$ cat src/rtl/lsu_pkg.sv
`default_nettype none

package lsu_pkg;

    typedef logic [31:0] word_t;
    typedef logic [31:0] addr_t;
    typedef logic [3:0]  strb_t;
    typedef logic [1:0]  lane_t;
    typedef logic [1:0]  resp_t;

    localparam resp_t RESP_OKAY   = 2'd0;
    localparam resp_t RESP_SLVERR = 2'd2;

    // code 0 means no access
    typedef enum logic [1:0] {
        SZ_BYTE = 2'd1,
        SZ_HALF = 2'd2,
        SZ_WORD = 2'd3
    } size_t;

    // sram geometry with 4 bytes per word
    localparam int MEM_WORDS = 256;
    localparam int MEM_AW    = 8;

    // wait state generator start value
    localparam logic [7:0] LFSR_SEED = 8'hb5;

endpackage

`default_nettype wire

$ cat src/rtl/lsu_align.sv
`timescale 1ns/1ps
`default_nettype none

module lsu_align (
    input  lsu_pkg::size_t size,
    input  lsu_pkg::lane_t lane,
    input  logic           sign,
    input  lsu_pkg::word_t wdata,
    input  lsu_pkg::word_t mem_rdata,
    output lsu_pkg::word_t wmem,
    output lsu_pkg::strb_t wstrb,
    output lsu_pkg::word_t rdata_ext
);
    import lsu_pkg::*;

    logic [4:0] shamt;
    word_t      rshift;

    // byte offset to bit offset
    assign shamt = {lane, 3'b000};

    // store data moved into its byte lanes
    assign wmem = wdata << shamt;

    always_comb begin
        case (size)
            SZ_BYTE: wstrb = strb_t'(4'b0001 << lane);
            // halfword picks the low or high pair
            SZ_HALF: wstrb = lane[1] ? 4'b1100 : 4'b0011;
            SZ_WORD: wstrb = 4'b1111;
            default: wstrb = 4'b0000;
        endcase
    end

    // addressed bytes down to bit 0
    assign rshift = mem_rdata >> shamt;

    always_comb begin
        case (size)
            SZ_BYTE: rdata_ext = {{24{rshift[7] & sign}}, rshift[7:0]};
            SZ_HALF: rdata_ext = {{16{rshift[15] & sign}}, rshift[15:0]};
            SZ_WORD: rdata_ext = rshift;
            default: rdata_ext = '0;
        endcase
    end

endmodule

`default_nettype wire

$ cat config.mk
export PLATFORM = sky130hd
export DESIGN_NAME = lsu_align
export DESIGN_NICKNAME = d
export VERILOG_FILES = /design/src/rtl/lsu_pkg.sv /design/src/rtl/lsu_align.sv
export SDC_FILE = /design/constraint.sdc
export NUM_CORES = 1
export LEC_CHECK = 0
export ABC_AREA = 1
export BUFFER_PORTS_ARGS = -buffer_cell sky130_fd_sc_hd__buf_2
export CAP_MARGIN = 10
export CORE_UTILIZATION = 30
export DETAILED_ROUTE_END_ITERATION = 8
export PLACE_DENSITY = 0.73
export SLEW_MARGIN = 20
export SYNTH_ARGS = -nofsm -noshare
export SYNTH_HDL_FRONTEND = slang
export SYNTH_SLANG_ARGS = --single-unit
$ cat constraint.sdc
create_clock -name vclk -period 2.3
set_input_delay 0.345 -clock vclk [all_inputs]
set_output_delay 0.345 -clock vclk [all_outputs]
set_load 0.01 [all_outputs]
==> flow_summary.toml <==
[finish]
layout_common_cells = "137 x buf_2, 122 x nand2_1, 35 x nand3_1, 18 x nor2_1, 18 x o21ai_0"
diodes = 0
seq_cell_count = 0
final.fill_count = 467
layout_commonest_cell = "buf_2"
fin_nets = 468
final-seq-area_um2 = 0
final_area_um2 = 1990
nClkBuffers = 0
drive_gt1_share_pct = 40.3
areaGrowthSynthToFinish_pct = 46.5

[hold_path]
whs_endpoint = "wmem[25]"
min_path_cells = 4
hp-class = "in -> out"
hold_start = "wdata[25]"

[setup_path]
crit_chain = "buf_2, nand2_4, inv_2, nand2_1, a31oi_1, buf_2"
critical-path-top-delay-family = "buffers and inverters"
start_kind = "input pin"
worstSetupPathType = "in -> out"
path_max_fanout = 29
slowest_stage = "inv_2"
cp.required_ns = 1.96
setup.worst_path.end_class = "output pin"
crit_arrival_ns = 1.65
path_buf_inv = 3
slowest_delay_ns = 0.39
cpMostUsedCell = "buf_2"

[place]
io_buffers = 137
dpl.hpwl_um = 4360
placed_area_um2 = 1990
place.gp.congestion = 0.885

[floorplanning]
ios = 137
start_util_pct = 31.2
dieArea_um2 = 4810
num_rows = 24
die_x_um = 69.3
coreArea_um2 = 4350
die_h_um = 69.3

[synthesis]
netlist_instances = 274
ys_types = 25
synth-seq-area-share_pct = 0
yosys_warnings = 0
netlist_area_um2 = 1360
synth_nets = 343
syn_avg_cell_area_um2 = 4.96

[detailed_routing]
wl_um = 5420
antenna_violating_nets_post_route = 0
drt_pass1_iterations = 4
drc = 0
vias = 2283
drtIter0Drc = 152
via_per_inst = 5.08
drt-wirelength-per-cell_um = 12.1

[sta]
relSlewSlack_pct = 66.4
fmax_mhz = 501
period_share_pct = 86.7
grt_setup_unrepaired = "false"
slew_violations = 0
tns_ns = 0
tightest_slew_ns = 0.503
hold_viol_final = 0
finalSetupViolCount = 0
post-route-min-period_ns = 1.99

[power]
ir_worst_vdd_mv = 0.106
total_power_mw = 0.431
power_density_nw_per_um2 = 216
leakage_nw = 1.31

[status]
status = "complete, no violations"

[flow_run]
maxCapViolCount = 0

[global_routing]
grt_use_total_pct = 21.4
grt_pass1_wl_um = 8890
grt_pass1_vias = 2005
grt.overflow.total = 0
grt_max_degree = 30
antenna_found_initial = 0

[clock_network]
cts.hold.buffers_added = 0
ctsResizeCount = 0
post_cts_buffers = 0
cell families after synthesis:
kind of cell | share of synthesized area (%)
buffers and inverters | 18.9
AO/OA/AOI/OAI | 21.9
AND/OR/NAND/NOR | 59.2
synth_stat cells:
cell	instances	area, um2
nand2_1	122	458
nand3_1	35	175
nor2_1	18	67.6
o21ai_0	18	90.1
inv_1	17	63.8
a22oi_1	13	97.6
buf_6	11	124
buf_2	8	40.0
a31oi_1	7	43.8
o21ai_1	4	20.0
a22oi_2	2	25.0
clkbuf_1	2	7.51
inv_2	2	7.51
nand2_4	2	22.5
nand3_2	2	20.0
nor2_4	2	22.5
a21oi_1	1	5.00
buf_4	1	7.51
inv_4	1	6.26
nand2_2	1	6.26
nand3_4	1	17.5
nor2_2	1	6.26
nor3_2	1	10.0
o221ai_1	1	8.76
o31ai_1	1	7.51
where the power goes:
part           internal (mW)  leakage (nW)  switching (mW)
logic                  0.175          1.31           0.255
registers                  0             0               0
clock network              0             0               0
total                  0.175          1.31           0.255
tightest hold or removal path, cell delays in order:
cell     delay [ns]
buf_2          0.08
a22oi_1        0.06
o21ai_0        0.06
buf_2          0.12
layout make-up:
class | instances | area, um2 | share of cell area, %
Tap cell | 52 | 65.1 | 3.27
Multi-Input combinational cell | 232 | 1100 | 55.4
Timing Repair Buffer | 145 | 746 | 37.4
Inverter | 20 | 77.6 | 3.89
per-stage QoR:
step	util (%)	hold slack, ns	std cells	setup slack [ns]
floorplan	-	0.805	274	0.805
global placement	45.7	1.02	449	0.364
detailed placement	45.7	1.02	449	0.350
CTS	45.7	1.02	449	0.351
global route	45.7	1.04	449	0.187
finish	45.7	1.02	449	0.305
layer usage:
| layer | global-route usage, % | up-vias | routed length [um] |
|---|---|---|---|
| met1 | 27.5 | 993 | 2240 |
| met2 | 38.5 | 136 | 2600 |
| met4 | 2.49 | 0 | 46 |
| li1 | - | 1148 | - |
| met5 | 0 | - | 0 |
| met3 | 3.20 | 6 | 532 |
worst max path at each step:
| stage | startpoint | end | slack (ns) | cells past startpoint |
|---|---|---|---|---|
| after floorplan | lane[0] | rdata_ext[5] | 0.80 | 6 |
| after global placement | lane[0] | rdata_ext[4] | 0.36 | 6 |
| after detailed placement | lane[0] | rdata_ext[2] | 0.35 | 6 |
| after CTS | lane[0] | rdata_ext[2] | 0.35 | 6 |
| after global routing | lane[0] | rdata_ext[12] | 0.19 | 8 |
| final | lane[0] | rdata_ext[2] | 0.31 | 6 |
Power figures use the tool's default switching activity.
