**src/rtl/lsu_pkg.sv**
```systemverilog
`default_nettype none

package lsu_pkg;

    typedef logic [31:0] word_t;
    typedef logic [31:0] addr_t;
    typedef logic [3:0]  strb_t;
    typedef logic [1:0]  lane_t;
    typedef logic [1:0]  resp_t;

    localparam resp_t RESP_OKAY   = 2'd0;
    localparam resp_t RESP_SLVERR = 2'd2;

    // code 0 means no access
    typedef enum logic [1:0] {
        SZ_BYTE = 2'd1,
        SZ_HALF = 2'd2,
        SZ_WORD = 2'd3
    } size_t;

    // sram geometry with 4 bytes per word
    localparam int MEM_WORDS = 256;
    localparam int MEM_AW    = 8;

    // wait state generator start value
    localparam logic [7:0] LFSR_SEED = 8'hb5;

endpackage

`default_nettype wire

```
**src/rtl/axil_if.sv**
```systemverilog
`timescale 1ns/1ps
`default_nettype none

interface axil_if;
    import lsu_pkg::*;

    addr_t araddr;
    logic  arvalid;
    logic  arready;

    word_t rdata;
    resp_t rresp;
    logic  rvalid;
    logic  rready;

    addr_t awaddr;
    logic  awvalid;
    logic  awready;

    word_t wdata;
    strb_t wstrb;
    logic  wvalid;
    logic  wready;

    resp_t bresp;
    logic  bvalid;
    logic  bready;

    modport master (
        output araddr, arvalid, input arready,
        input rdata, rresp, rvalid, output rready,
        output awaddr, awvalid, input awready,
        output wdata, wstrb, wvalid, input wready,
        input bresp, bvalid, output bready
    );

    modport slave (
        input araddr, arvalid, output arready,
        output rdata, rresp, rvalid, input rready,
        input awaddr, awvalid, output awready,
        input wdata, wstrb, wvalid, output wready,
        output bresp, bvalid, input bready
    );

endinterface

`default_nettype wire

```
**src/rtl/lsu_ctrl.sv**
```systemverilog
`timescale 1ns/1ps
`default_nettype none

module lsu_ctrl (
    input  logic           clk,
    input  logic           rst_n,
    input  logic           req,
    input  logic           we,
    input  lsu_pkg::addr_t addr,
    input  lsu_pkg::word_t wmem,
    input  lsu_pkg::strb_t wstrb,
    output lsu_pkg::lane_t lane,
    output lsu_pkg::word_t mem_rdata,
    output logic           done,
    output logic           err,
    axil_if.master         bus
);
    import lsu_pkg::*;

    typedef enum logic [2:0] {
        IDLE,
        RD_ADDR,
        RD_DATA,
        WR_ADDR,
        WR_DATA,
        WR_RESP,
        FINISH
    } state_t;

    state_t state;
    addr_t  addr_q;
    lane_t  lane_q;
    word_t  wmem_q;
    strb_t  wstrb_q;
    logic   start;

    assign start = req && (state == IDLE);

    // live lane in the request cycle so the store data lines up
    assign lane = req ? addr[1:0] : lane_q;

    // request capture
    always_ff @(posedge clk) begin
        if (start) begin
            addr_q  <= addr;
            lane_q  <= addr[1:0];
            wmem_q  <= wmem;
            wstrb_q <= wstrb;
        end
    end

    always_ff @(posedge clk) begin
        if (!rst_n) begin
            state <= IDLE;
            err   <= 1'b0;
        end else begin
            case (state)
                IDLE: begin
                    if (req) begin
                        state <= we ? WR_ADDR : RD_ADDR;
                        err   <= 1'b0;
                    end
                end
                RD_ADDR: if (bus.arready) state <= RD_DATA;
                RD_DATA: begin
                    if (bus.rvalid) begin
                        state <= FINISH;
                        err   <= (bus.rresp != RESP_OKAY);
                    end
                end
                WR_ADDR: if (bus.awready) state <= WR_DATA;
                WR_DATA: if (bus.wready) state <= WR_RESP;
                WR_RESP: begin
                    if (bus.bvalid) begin
                        state <= FINISH;
                        err   <= (bus.bresp != RESP_OKAY);
                    end
                end
                default: state <= IDLE;
            endcase
        end
    end

    // read word is zero when the slave flags an error
    always_ff @(posedge clk) begin
        if (state == RD_DATA && bus.rvalid) begin
            mem_rdata <= (bus.rresp == RESP_OKAY) ? bus.rdata : '0;
        end
    end

    assign done = (state == FINISH);

    assign bus.araddr  = addr_q;
    assign bus.arvalid = (state == RD_ADDR);
    assign bus.rready  = (state == RD_DATA);
    assign bus.awaddr  = addr_q;
    assign bus.awvalid = (state == WR_ADDR);
    assign bus.wdata   = wmem_q;
    assign bus.wstrb   = wstrb_q;
    assign bus.wvalid  = (state == WR_DATA);
    assign bus.bready  = (state == WR_RESP);

endmodule

`default_nettype wire

```
**src/flat_wrapper.sv**
```systemverilog
// flat-port wrapper written by rule: the top's interface ports become plain ports
module lsu_ctrl_flat import lsu_pkg::*;
  (clk, rst_n, req, we, addr, wmem, wstrb, lane, mem_rdata, done, err, bus_araddr, bus_arvalid, bus_arready, bus_rdata, bus_rresp, bus_rvalid, bus_rready, bus_awaddr, bus_awvalid, bus_awready, bus_wdata, bus_wstrb, bus_wvalid, bus_wready, bus_bresp, bus_bvalid, bus_bready);
  axil_if bus_i ();
  input  logic clk;
  input  logic rst_n;
  input  logic req;
  input  logic we;
  input  lsu_pkg::addr_t addr;
  input  lsu_pkg::word_t wmem;
  input  lsu_pkg::strb_t wstrb;
  output lsu_pkg::lane_t lane;
  output lsu_pkg::word_t mem_rdata;
  output logic done;
  output logic err;
  output wire logic [$bits(bus_i.araddr)-1:0] bus_araddr;
  output wire logic [$bits(bus_i.arvalid)-1:0] bus_arvalid;
  input wire logic [$bits(bus_i.arready)-1:0] bus_arready;
  input wire logic [$bits(bus_i.rdata)-1:0] bus_rdata;
  input wire logic [$bits(bus_i.rresp)-1:0] bus_rresp;
  input wire logic [$bits(bus_i.rvalid)-1:0] bus_rvalid;
  output wire logic [$bits(bus_i.rready)-1:0] bus_rready;
  output wire logic [$bits(bus_i.awaddr)-1:0] bus_awaddr;
  output wire logic [$bits(bus_i.awvalid)-1:0] bus_awvalid;
  input wire logic [$bits(bus_i.awready)-1:0] bus_awready;
  output wire logic [$bits(bus_i.wdata)-1:0] bus_wdata;
  output wire logic [$bits(bus_i.wstrb)-1:0] bus_wstrb;
  output wire logic [$bits(bus_i.wvalid)-1:0] bus_wvalid;
  input wire logic [$bits(bus_i.wready)-1:0] bus_wready;
  input wire logic [$bits(bus_i.bresp)-1:0] bus_bresp;
  input wire logic [$bits(bus_i.bvalid)-1:0] bus_bvalid;
  output wire logic [$bits(bus_i.bready)-1:0] bus_bready;
  assign bus_araddr = bus_i.araddr;
  assign bus_arvalid = bus_i.arvalid;
  assign bus_i.arready = bus_arready;
  assign bus_i.rdata = bus_rdata;
  assign bus_i.rresp = bus_rresp;
  assign bus_i.rvalid = bus_rvalid;
  assign bus_rready = bus_i.rready;
  assign bus_awaddr = bus_i.awaddr;
  assign bus_awvalid = bus_i.awvalid;
  assign bus_i.awready = bus_awready;
  assign bus_wdata = bus_i.wdata;
  assign bus_wstrb = bus_i.wstrb;
  assign bus_wvalid = bus_i.wvalid;
  assign bus_i.wready = bus_wready;
  assign bus_i.bresp = bus_bresp;
  assign bus_i.bvalid = bus_bvalid;
  assign bus_bready = bus_i.bready;
  lsu_ctrl u_core (.clk(clk), .rst_n(rst_n), .req(req), .we(we), .addr(addr), .wmem(wmem), .wstrb(wstrb), .lane(lane), .mem_rdata(mem_rdata), .done(done), .err(err), .bus(bus_i));
endmodule
```
**config.mk**
```make
export PLATFORM = sky130hd
export DESIGN_NAME = lsu_ctrl_flat
export DESIGN_NICKNAME = d
export VERILOG_FILES = /design/src/rtl/lsu_pkg.sv /design/src/rtl/axil_if.sv /design/src/rtl/lsu_ctrl.sv /design/src/flat_wrapper.sv
export SDC_FILE = /design/constraint.sdc
export NUM_CORES = 1
export LEC_CHECK = 0
export ABC_CLOCK_PERIOD_IN_PS = 3850
export BUFFER_PORTS_ARGS = -buffer_cell sky130_fd_sc_hd__buf_4
export CAP_MARGIN = 30
export CELL_PAD_IN_SITES_DETAIL_PLACEMENT = 0
export CELL_PAD_IN_SITES_GLOBAL_PLACEMENT = 2
export CORE_ASPECT_RATIO = 1.75
export CORE_MARGIN = 10
export CORE_UTILIZATION = 26
export CTS_CLUSTER_DIAMETER = 80
export DETAILED_ROUTE_END_ITERATION = 12
export GPL_TIMING_DRIVEN = 0
export PLACE_DENSITY = 0.81
export SLEW_MARGIN = 20
export SYNTH_ARGS = -nofsm -noshare
export SYNTH_HDL_FRONTEND = slang
export SYNTH_SLANG_ARGS = --single-unit
export TNS_END_PERCENT = 20
```
**constraint.sdc**
```tcl
create_clock -name clk -period 3.85 [get_ports clk]
set_input_delay 0.385 -clock clk [delete_from_list [all_inputs] [get_ports clk]]
set_output_delay 0.385 -clock clk [all_outputs]
set_load 0.01 [all_outputs]
```
==> impl_metrics.ini, run 1 <==
[run_status]
status = completed

[cts]
cts.repair.resized = 0
h-tree-depth = 3
root_buffer = clkbuf_16
clk_latency_ps = 340
clock_sinks = 104
cts_tree = built
cts_made_buffers = 9
cts_max_path_buffers = 2
postCtsSetupRepairBufs = 0
path_clk_slew_ps = 70
ctsHoldBuffers = 0

[synthesis]
yosysWarnings = 0
yosysSeqAreaShare = 0.799
yosys.area.top_type = edfxtp_1
synthTopCellsByArea = edfxtp_1 (78%), buf_4 (6.2%), and2_1 (5.5%)
yosysUniqueCellTypes = 31
synth_top_area_frac = 0.778
synth_seq_cells = 104
syn_inst = 214
synth_area_um2 = 3860
syn-num-nets = 327
syn_area_per_cell_um2 = 18.0

[layout]
regArea_um2 = 3080
num-nets-final = 593
antenna_cells = 0
syn_to_final_growth_pct = 63.8
mostFrequentLayoutCell = buf_4
fillers = 1328
layout.cells.most_common_list = buf_4 (285), edfxtp_1 (100), and2_1 (34)
drive_gt1_frac = 0.653
multiInputGateArea_um2 = 502

[timing]
fmax_ghz = 0.544
tightest_slew_ps = 473
fin_crit_sh = 0.478
slew_headroom = 0.683
tns_ps = 0
finalSetupViolCount = 0
whs_ps = 215
slew_viol_final = 0
fin_skew_ps = 9.56
final-hold-violation-count = 0
min_period_ps = 1840
rsz0062_at_grt = false

[route]
wl_per_cell_um = 18.9
firstDrtPassIters = 4
drt-initial-drc-count = 135
postRouteAntennaNets = 0
avgViaCountPerCell = 4.09
routed_wl_um = 12600
vias = 2715
drc = 0

[grt]
grt_pass1_vias = 2913
grt_first_pass_wirelength_um = 18200
antenna_found_initial = 0
overflow = 0
grt_usage = 0.118
grt_start_max_net_pins = 55

[placement]
gp_congestion = 0.811
hpwl_um = 10700
numPortBuffers = 253

[setup_path]
path_max_fanout = 10
critical_path_class = register to primary output
cp.required_ps = 3460
cp-end-kind = primary output
worstSetupStartpointType = register
worstPathArrival_ps = 1450

[die]
row_count = 58
die_x_um = 112
core_um2 = 14400
ios = 254
initial_core_util = 0.267
die_y_um = 181
die_area_um2 = 20300

[pwr]
power_density_nw_per_um2 = 618
combPwrFrac = 0.347
p_clk_frac = 0.219
p_int_uw = 2740
p_leak_uw = 0.00274
seqPwrFrac = 0.434
vdd_drop_max_mv = 0.323
switchingPower_uw = 1160
switching_share = 0.298

[min_path]
hold_class = primary input to register

[flow_run]
drv_cap = 0
==> cells by family (layout without fill, tap and decap cells) <==
| family | Yosys count | after routing | synth area share |
|---|---|---|---|
| AND/OR/NAND/NOR | 55 | 55 | 0.0934 |
| flip-flops | 104 | 104 | 0.799 |
| buffers and inverters | 41 | 311 | 0.0726 |
| multiplexers | 4 | 4 | 0.0123 |
| AO/OA/AOI/OAI | 10 | 10 | 0.0227 |
==> worst max-delay path, cell delays in order (launching register included) <==
cell     delay, ps
dfxtp_1        390
buf_2          300
inv_2          120
nor3_1         160
buf_4          150
==> power by group through the flow <==
| stage | Combinational [uW] | Sequential, uW | Clock [uW] |
|---|---|---|---|
| after floorplan | 472 | 1850 | 0 |
| after global placement | 1320 | 1740 | 0 |
| after detailed placement | 1390 | 1730 | 0 |
| after CTS | 1390 | 1700 | 894 |
| after global routing | 1460 | 1730 | 941 |
| final | 1360 | 1700 | 855 |
==> synth_stat cells (all sizes together) <==
| cell type | number |
|---|---|
| a21boi | 1 |
| a21o | 1 |
| a21oi | 3 |
| a221oi | 1 |
| a22oi | 1 |
| and2 | 34 |
| and3 | 2 |
| buf | 34 |
| clkbuf | 4 |
| dfxtp | 4 |
| edfxtp | 100 |
| inv | 3 |
| mux2 | 3 |
| mux2i | 1 |
| nand2 | 4 |
| nand2b | 1 |
| nand3 | 1 |
| nand3b | 2 |
| nand4b | 1 |
| nor2 | 6 |
| nor2b | 1 |
| nor3 | 1 |
| nor4b | 2 |
| o21a | 1 |
| o21ai | 1 |
| o32a | 1 |
==> metrics by stage <==
step	cells	total power (uW)	utilization	instance area, um^2	setup slack, ps
after floorplan	214	2320	-	3860	1090
after global placement	647	3070	0.414	5980	427
after detailed placement	649	3120	0.419	6040	2060
after CTS	664	3990	0.438	6320	1980
after global routing	664	4120	0.438	6320	1900
final	664	3910	0.438	6320	2010
==> final cells by class <==
type	instances	share of cell area
inverters	3	0.00178
repair buffers	255	0.309
clock buffers	9	0.0356
plain buffers	38	0.0426
flip-flops and latches	104	0.488
multi-input cells	69	0.0794
clock inverters	6	0.00792
well taps	180	0.0356
==> metal layers <==
metal / vias to the layer above / wire, um / global-route usage
met5: - / 0 / 0
met4: 0 / 156 / 0.0341
met3: 12 / 1390 / 0.0564
met2: 160 / 6970 / 0.221
met1: 1267 / 4050 / 0.108
li1: 1276 / - / -
==> state kept, by name (all words and copies together) (netlist names) <==
| signal | cells |
|---|---|
| u_core.mem_rdata | 32 |
| u_core.lane_q | 1 |
| u_core.bus.wdata | 32 |
| u_core.state | 3 |
| u_core.bus.araddr | 31 |
| u_core.err | 1 |
| u_core.bus.wstrb | 4 |
==> final timing paths <==
check        slack (ps)  cells past startpoint       startpoint                   end
min reg2reg         470                      2       u_core.err            u_core.err
max reg2reg        2040                      4  u_core.state[0]  u_core.bus.araddr[6]
max                2010                      4  u_core.state[1]            bus_rready
min                 220                      1         wmem[26]  u_core.bus.wdata[26]
No activity file was read; power rests on OpenSTA's default activity.
==> run 2, diff against run 1 <==
--- a/config.mk
+++ b/config.mk
@@ -5,18 +5,18 @@
 export SDC_FILE = /design/constraint.sdc
 export NUM_CORES = 1
 export LEC_CHECK = 0
-export ABC_CLOCK_PERIOD_IN_PS = 3850
+export ABC_CLOCK_PERIOD_IN_PS = 1600
 export BUFFER_PORTS_ARGS = -buffer_cell sky130_fd_sc_hd__buf_4
 export CAP_MARGIN = 30
 export CELL_PAD_IN_SITES_DETAIL_PLACEMENT = 0
 export CELL_PAD_IN_SITES_GLOBAL_PLACEMENT = 2
 export CORE_ASPECT_RATIO = 1.75
 export CORE_MARGIN = 10
-export CORE_UTILIZATION = 26
+export CORE_UTILIZATION = 23
 export CTS_CLUSTER_DIAMETER = 80
 export DETAILED_ROUTE_END_ITERATION = 12
 export GPL_TIMING_DRIVEN = 0
-export PLACE_DENSITY = 0.81
+export PLACE_DENSITY = 0.76
 export SLEW_MARGIN = 20
 export SYNTH_ARGS = -nofsm -noshare
 export SYNTH_HDL_FRONTEND = slang
==> constraint.sdc (replaced) <==
create_clock -name clk -period 1.6 [get_ports clk]
set_input_delay 0.16 -clock clk [delete_from_list [all_inputs] [get_ports clk]]
set_output_delay 0.16 -clock clk [all_outputs]
set_load 0.01 [all_outputs]
==> impl_metrics.ini, run 2 (same netlist as run 1, synthesis figures left out) <==
[layout]
syn_to_final_growth_pct = 82.9
drive_gt1_frac = 0.578
postLayoutCoreUtil = 0.429
layout.cells.most_common_list = buf_4 (285), edfxtp_1 (100), dlygate4sd3_1 (68)
num-nets-final = 660
finalNonFillerCells = 776
antenna_cells = 0
fillers = 1525
mostFrequentLayoutCell = buf_4

[cts]
postCtsSetupRepairBufs = 0
h-tree-depth = 3
path_clk_slew_ps = 70
cts_tree = built
cts_max_path_buffers = 2
root_buffer = clkbuf_16
clk_latency_ps = 350
cts_made_buffers = 9
clock_sinks = 104

[setup_path]
cp-end-kind = register
r2r_start = u_core.state[0]
r2r_end = u_core.bus.wdata[21]
cp.required_ps = 1590
critical_path_class = register to register
path_max_fanout = 34
worstSetupStartpointType = register
r2r_slack_ps = 20
worstPathArrival_ps = 1570
reg2regPathDepth = 3

[route]
wl_per_cell_um = 18.1
drc = 0
drt-initial-drc-count = 75
avgViaCountPerCell = 3.77
postRouteAntennaNets = 0
firstDrtPassIters = 4
vias = 2928
routed_wl_um = 14000

[placement]
placedCellCount = 691
numPortBuffers = 253
gp_congestion = 0.746
hpwl_um = 10900
dp_slack_ps = -278

[grt]
grt_pass1_vias = 3280
overflow = 0
grt_usage = 0.123
grt_start_max_net_pins = 35
grt_first_pass_wirelength_um = 20800
antenna_found_initial = 0

[pwr]
power_uw = 9670
vdd_drop_max_mv = 0.733
power_density_nw_per_um2 = 1370
p_leak_uw = 0.00300

[timing]
fmax_ghz = 0.635
whs_ps = 17.5
final-hold-violation-count = 0
tightest_slew_ps = 504
min_period_ps = 1580
fin_crit_sh = 0.985
fin_skew_ps = 8.00
rsz0062_at_grt = true
setup_slack_ps = 24.3
slew_headroom = 0.662
finalSetupViolCount = 0
slew_viol_final = 0

[die]
initial_core_util = 0.235
die_y_um = 191
die_x_um = 118
row_count = 62
die_area_um2 = 22600
core_um2 = 16400
ios = 254

[min_path]
min_to = u_core.state[0]
hp-start = rst_n
holdPathStages = 2
hold_class = primary input to register

[flow_run]
drv_cap = 0

[run_status]
status = completed
[run 2: cell types whose count changed in the layout (fill, tap and decap cells not counted), sizes merged]
| cell | delta |
|---|---|
| clkinvlp | +4 |
| buf | -1 |
| clkbuf | -1 |
| clkinv | -1 |
| dlygate4sd3 | +68 |
| inv | -2 |
| and3 | +1 |
[run 2: per-stage QoR]
step	instance area [um^2]	setup TNS, ps
floorplan	3880	0
global placement	6060	-20320
detailed placement	6060	-23750
CTS	7050	0
global route	7060	-2400
finish	7060	0
[run 2: timing repair]
| action | in CTS | in global routing |
|---|---|---|
| gates resized for setup | 5 | 5 |
| setup endpoints to repair | 100 | 103 |
| hold buffers | 68 | 0 |
| endpoints found under the hold margin | 68 | 0 |
| pin swaps | 1 | 2 |
| cloned | 1 | 0 |
[run 2: metal layers]
metal	up-vias	GRT usage	routed length, um
li1	1407	-	-
met1	1338	0.131	5390
met2	173	0.209	7030
met3	10	0.0579	1380
met4	0	0.0463	233
met5	-	0	0
[run 2: how the worst max path moves through the flow]
stage	start	end	slack [ps]	cells past startpoint
floorplan	u_core.state[0]	u_core.bus.araddr[10]	20	3
detailed placement	u_core.state[1]	u_core.bus.wdata[4]	-280	3
finish	u_core.state[0]	u_core.bus.wdata[21]	20	3
CTS	u_core.state[0]	u_core.bus.wdata[4]	9	3
global placement	u_core.state[1]	u_core.bus.wdata[1]	-240	3
global route	u_core.state[0]	u_core.bus.wdata[21]	-40	3
[run 2: layout make-up]
type,instances,area [um^2],area share
inverters,3,13.8,0.00195
clock inverters,7,56.3,0.00798
well taps,224,280,0.0397
multi-input cells,70,524,0.0743
plain buffers,38,293,0.0415
repair buffers,321,2580,0.366
flip-flops and latches,104,3090,0.437
clock buffers,9,225,0.0319
[run 2: worst max-delay path, stage by stage, from the launching register on]
cell	delay, ps
dfxtp_2	340
buf_8	140
nor2_4	160
and3_4	530
[run 2: where the power goes]
part,switching [uW],internal (uW)
Clock,1020,1070
Combinational,1670,1800
Sequential,276,3830
==> run 3, diff against run 2 <==
--- a/config.mk
+++ b/config.mk
@@ -8,7 +8,7 @@
 export ABC_CLOCK_PERIOD_IN_PS = 1600
 export BUFFER_PORTS_ARGS = -buffer_cell sky130_fd_sc_hd__buf_4
 export CAP_MARGIN = 30
-export CELL_PAD_IN_SITES_DETAIL_PLACEMENT = 0
+export CELL_PAD_IN_SITES_DETAIL_PLACEMENT = 1
 export CELL_PAD_IN_SITES_GLOBAL_PLACEMENT = 2
 export CORE_ASPECT_RATIO = 1.75
 export CORE_MARGIN = 10
==> impl_metrics.ini, run 3 (same netlist as run 1, synthesis figures left out) <==
[run_status]
status = completed

[cts]
path_clk_slew_ps = 70
cts_tree = built
h-tree-depth = 3
cts_made_buffers = 9
cts_max_path_buffers = 2
clk_latency_ps = 360
clock_sinks = 104
root_buffer = clkbuf_16
postCtsSetupRepairBufs = 0

[grt]
grt_first_pass_wirelength_um = 23400
antenna_found_initial = 1
grt_usage = 0.139
overflow = 0
grt_start_max_net_pins = 35
grt_pass1_vias = 3528

[setup_path]
cp_cell_sequence = buf_8 > nor2_4 > and3_4
path_max_fanout = 32
worstPathArrival_ps = 1570
worstSetupStartpointType = register
critical_path_class = register to register
cp.required_ps = 1590
cpMaxStageDelayCell = and3_4
reg2regPathDepth = 3
r2r_end = u_core.mem_rdata[19]
crit_path_max_incr_delay_ps = 520
cp-end-kind = register
r2r_start = u_core.state[0]
r2r_slack_ps = 20

[layout]
num-nets-final = 662
regArea_um2 = 3090
drive_gt1_frac = 0.578
layout.cells.most_common_list = buf_4 (286), edfxtp_1 (100), dlygate4sd3_1 (68)
fillers = 1753
mostFrequentLayoutCell = buf_4
multiInputGateArea_um2 = 539
syn_to_final_growth_pct = 83.8

[timing]
finalSetupViolCount = 0
fmax_ghz = 0.634
fin_skew_ps = 11.1
rsz0062_at_grt = true
setup_slack_ps = 23.0
slew_viol_final = 0
fin_crit_sh = 0.986
slew_headroom = 0.684
min_period_ps = 1580
final-hold-violation-count = 0
tightest_slew_ps = 472

[die]
ios = 254
die_y_um = 191
die_area_um2 = 22600
row_count = 62
die_x_um = 118
core_um2 = 16400
initial_core_util = 0.235

[pwr]
power_uw = 9980
p_leak_uw = 0.00302
vdd_drop_max_mv = 0.515
power_density_nw_per_um2 = 1410

[route]
postRouteAntennaNets = 0
drt-initial-drc-count = 119
vias = 3085
routed_wl_um = 16400
firstDrtPassIters = 4
avgViaCountPerCell = 3.95
wl_per_cell_um = 21.0
drc = 0

[min_path]
min_to = u_core.state[0]
hp-start = rst_n
hold_class = primary input to register
holdPathStages = 2

[placement]
hpwl_um = 11600
dp_slack_ps = -283
numPortBuffers = 253
gp_congestion = 0.746

[flow_run]
drv_cap = 0
==> run 3: changes by cell type in the layout (fill, tap and decap cells not counted), sizes merged <==
cell	before	now
and3	3	5
clkbuf	12	13
bufinv	0	1
inv	5	4
clkinvlp	4	2
clkinv	1	2
diode	0	3
==> run 3: critical path, delay by kind of cell (launching register included) <==
family	cells	cell delay, ps
buffers and inverters	1	150
DFF	1	340
and+or+nand+nor	2	720
==> run 3: how the worst max path moves through the flow <==
| stage | from | endpoint | slack [ps] | depth (start not counted) |
|---|---|---|---|---|
| floorplan | u_core.state[0] | u_core.bus.araddr[10] | 20 | 3 |
| global placement | u_core.state[1] | u_core.bus.wdata[1] | -240 | 3 |
| detailed placement | u_core.state[1] | u_core.bus.wdata[4] | -280 | 3 |
| CTS | u_core.state[2] | u_core.bus.araddr[28] | -20 | 3 |
| global route | u_core.state[0] | u_core.mem_rdata[19] | -60 | 3 |
| finish | u_core.state[0] | u_core.mem_rdata[19] | 20 | 3 |
==> run 3: cell type report <==
cell class / instances / area share
multi-input combinational: 72 / 0.0760
tap: 224 / 0.0395
clock buffer: 10 / 0.0323
inverter: 3 / 0.00194
antenna: 3 / 0.00106
clock inverter: 6 / 0.00970
buffer: 38 / 0.0407
timing repair buffer: 321 / 0.364
sequential: 104 / 0.435
==> run 3: power by group <==
part           internal, uW  total [uW]  switching [uW]  leakage [uW]
logic                  1820        3600            1780       0.00191
registers              3830        4140             306      0.000974
clock network          1220        2250            1020      0.000138
total                  6880        9980            3110       0.00302
==> run 3: timing repair <==
action / 4_1_cts / 5_1_grt
cloned: 2 / 1
resized for setup: 5 / 4
hold buffers: 68 / 0
pin swaps: 2 / 1
setup endpoints to repair: 100 / 84
hold endpoints to repair: 68 / 0
==> run 3: metrics by stage <==
stage	cells	TNS, ps	instance area, um^2	hold WS [ps]	utilization
CTS	777	-598	7070	7.37	0.430
global route	781	-2880	7090	39.6	0.431
global placement	691	-20320	6060	338	0.368
finish	781	0	7090	37.3	0.431
detailed placement	691	-24610	6060	340	0.368
floorplan	214	0	3880	259	-
==> run 3: routing by layer <==
layer | GRT usage | wire length [um] | up-vias
met3 | 0.0532 | 1450 | 24
met2 | 0.248 | 8500 | 181
met4 | 0.0602 | 437 | 0
met1 | 0.143 | 6000 | 1458
li1 | - | - | 1422
met5 | 0 | 0 | -
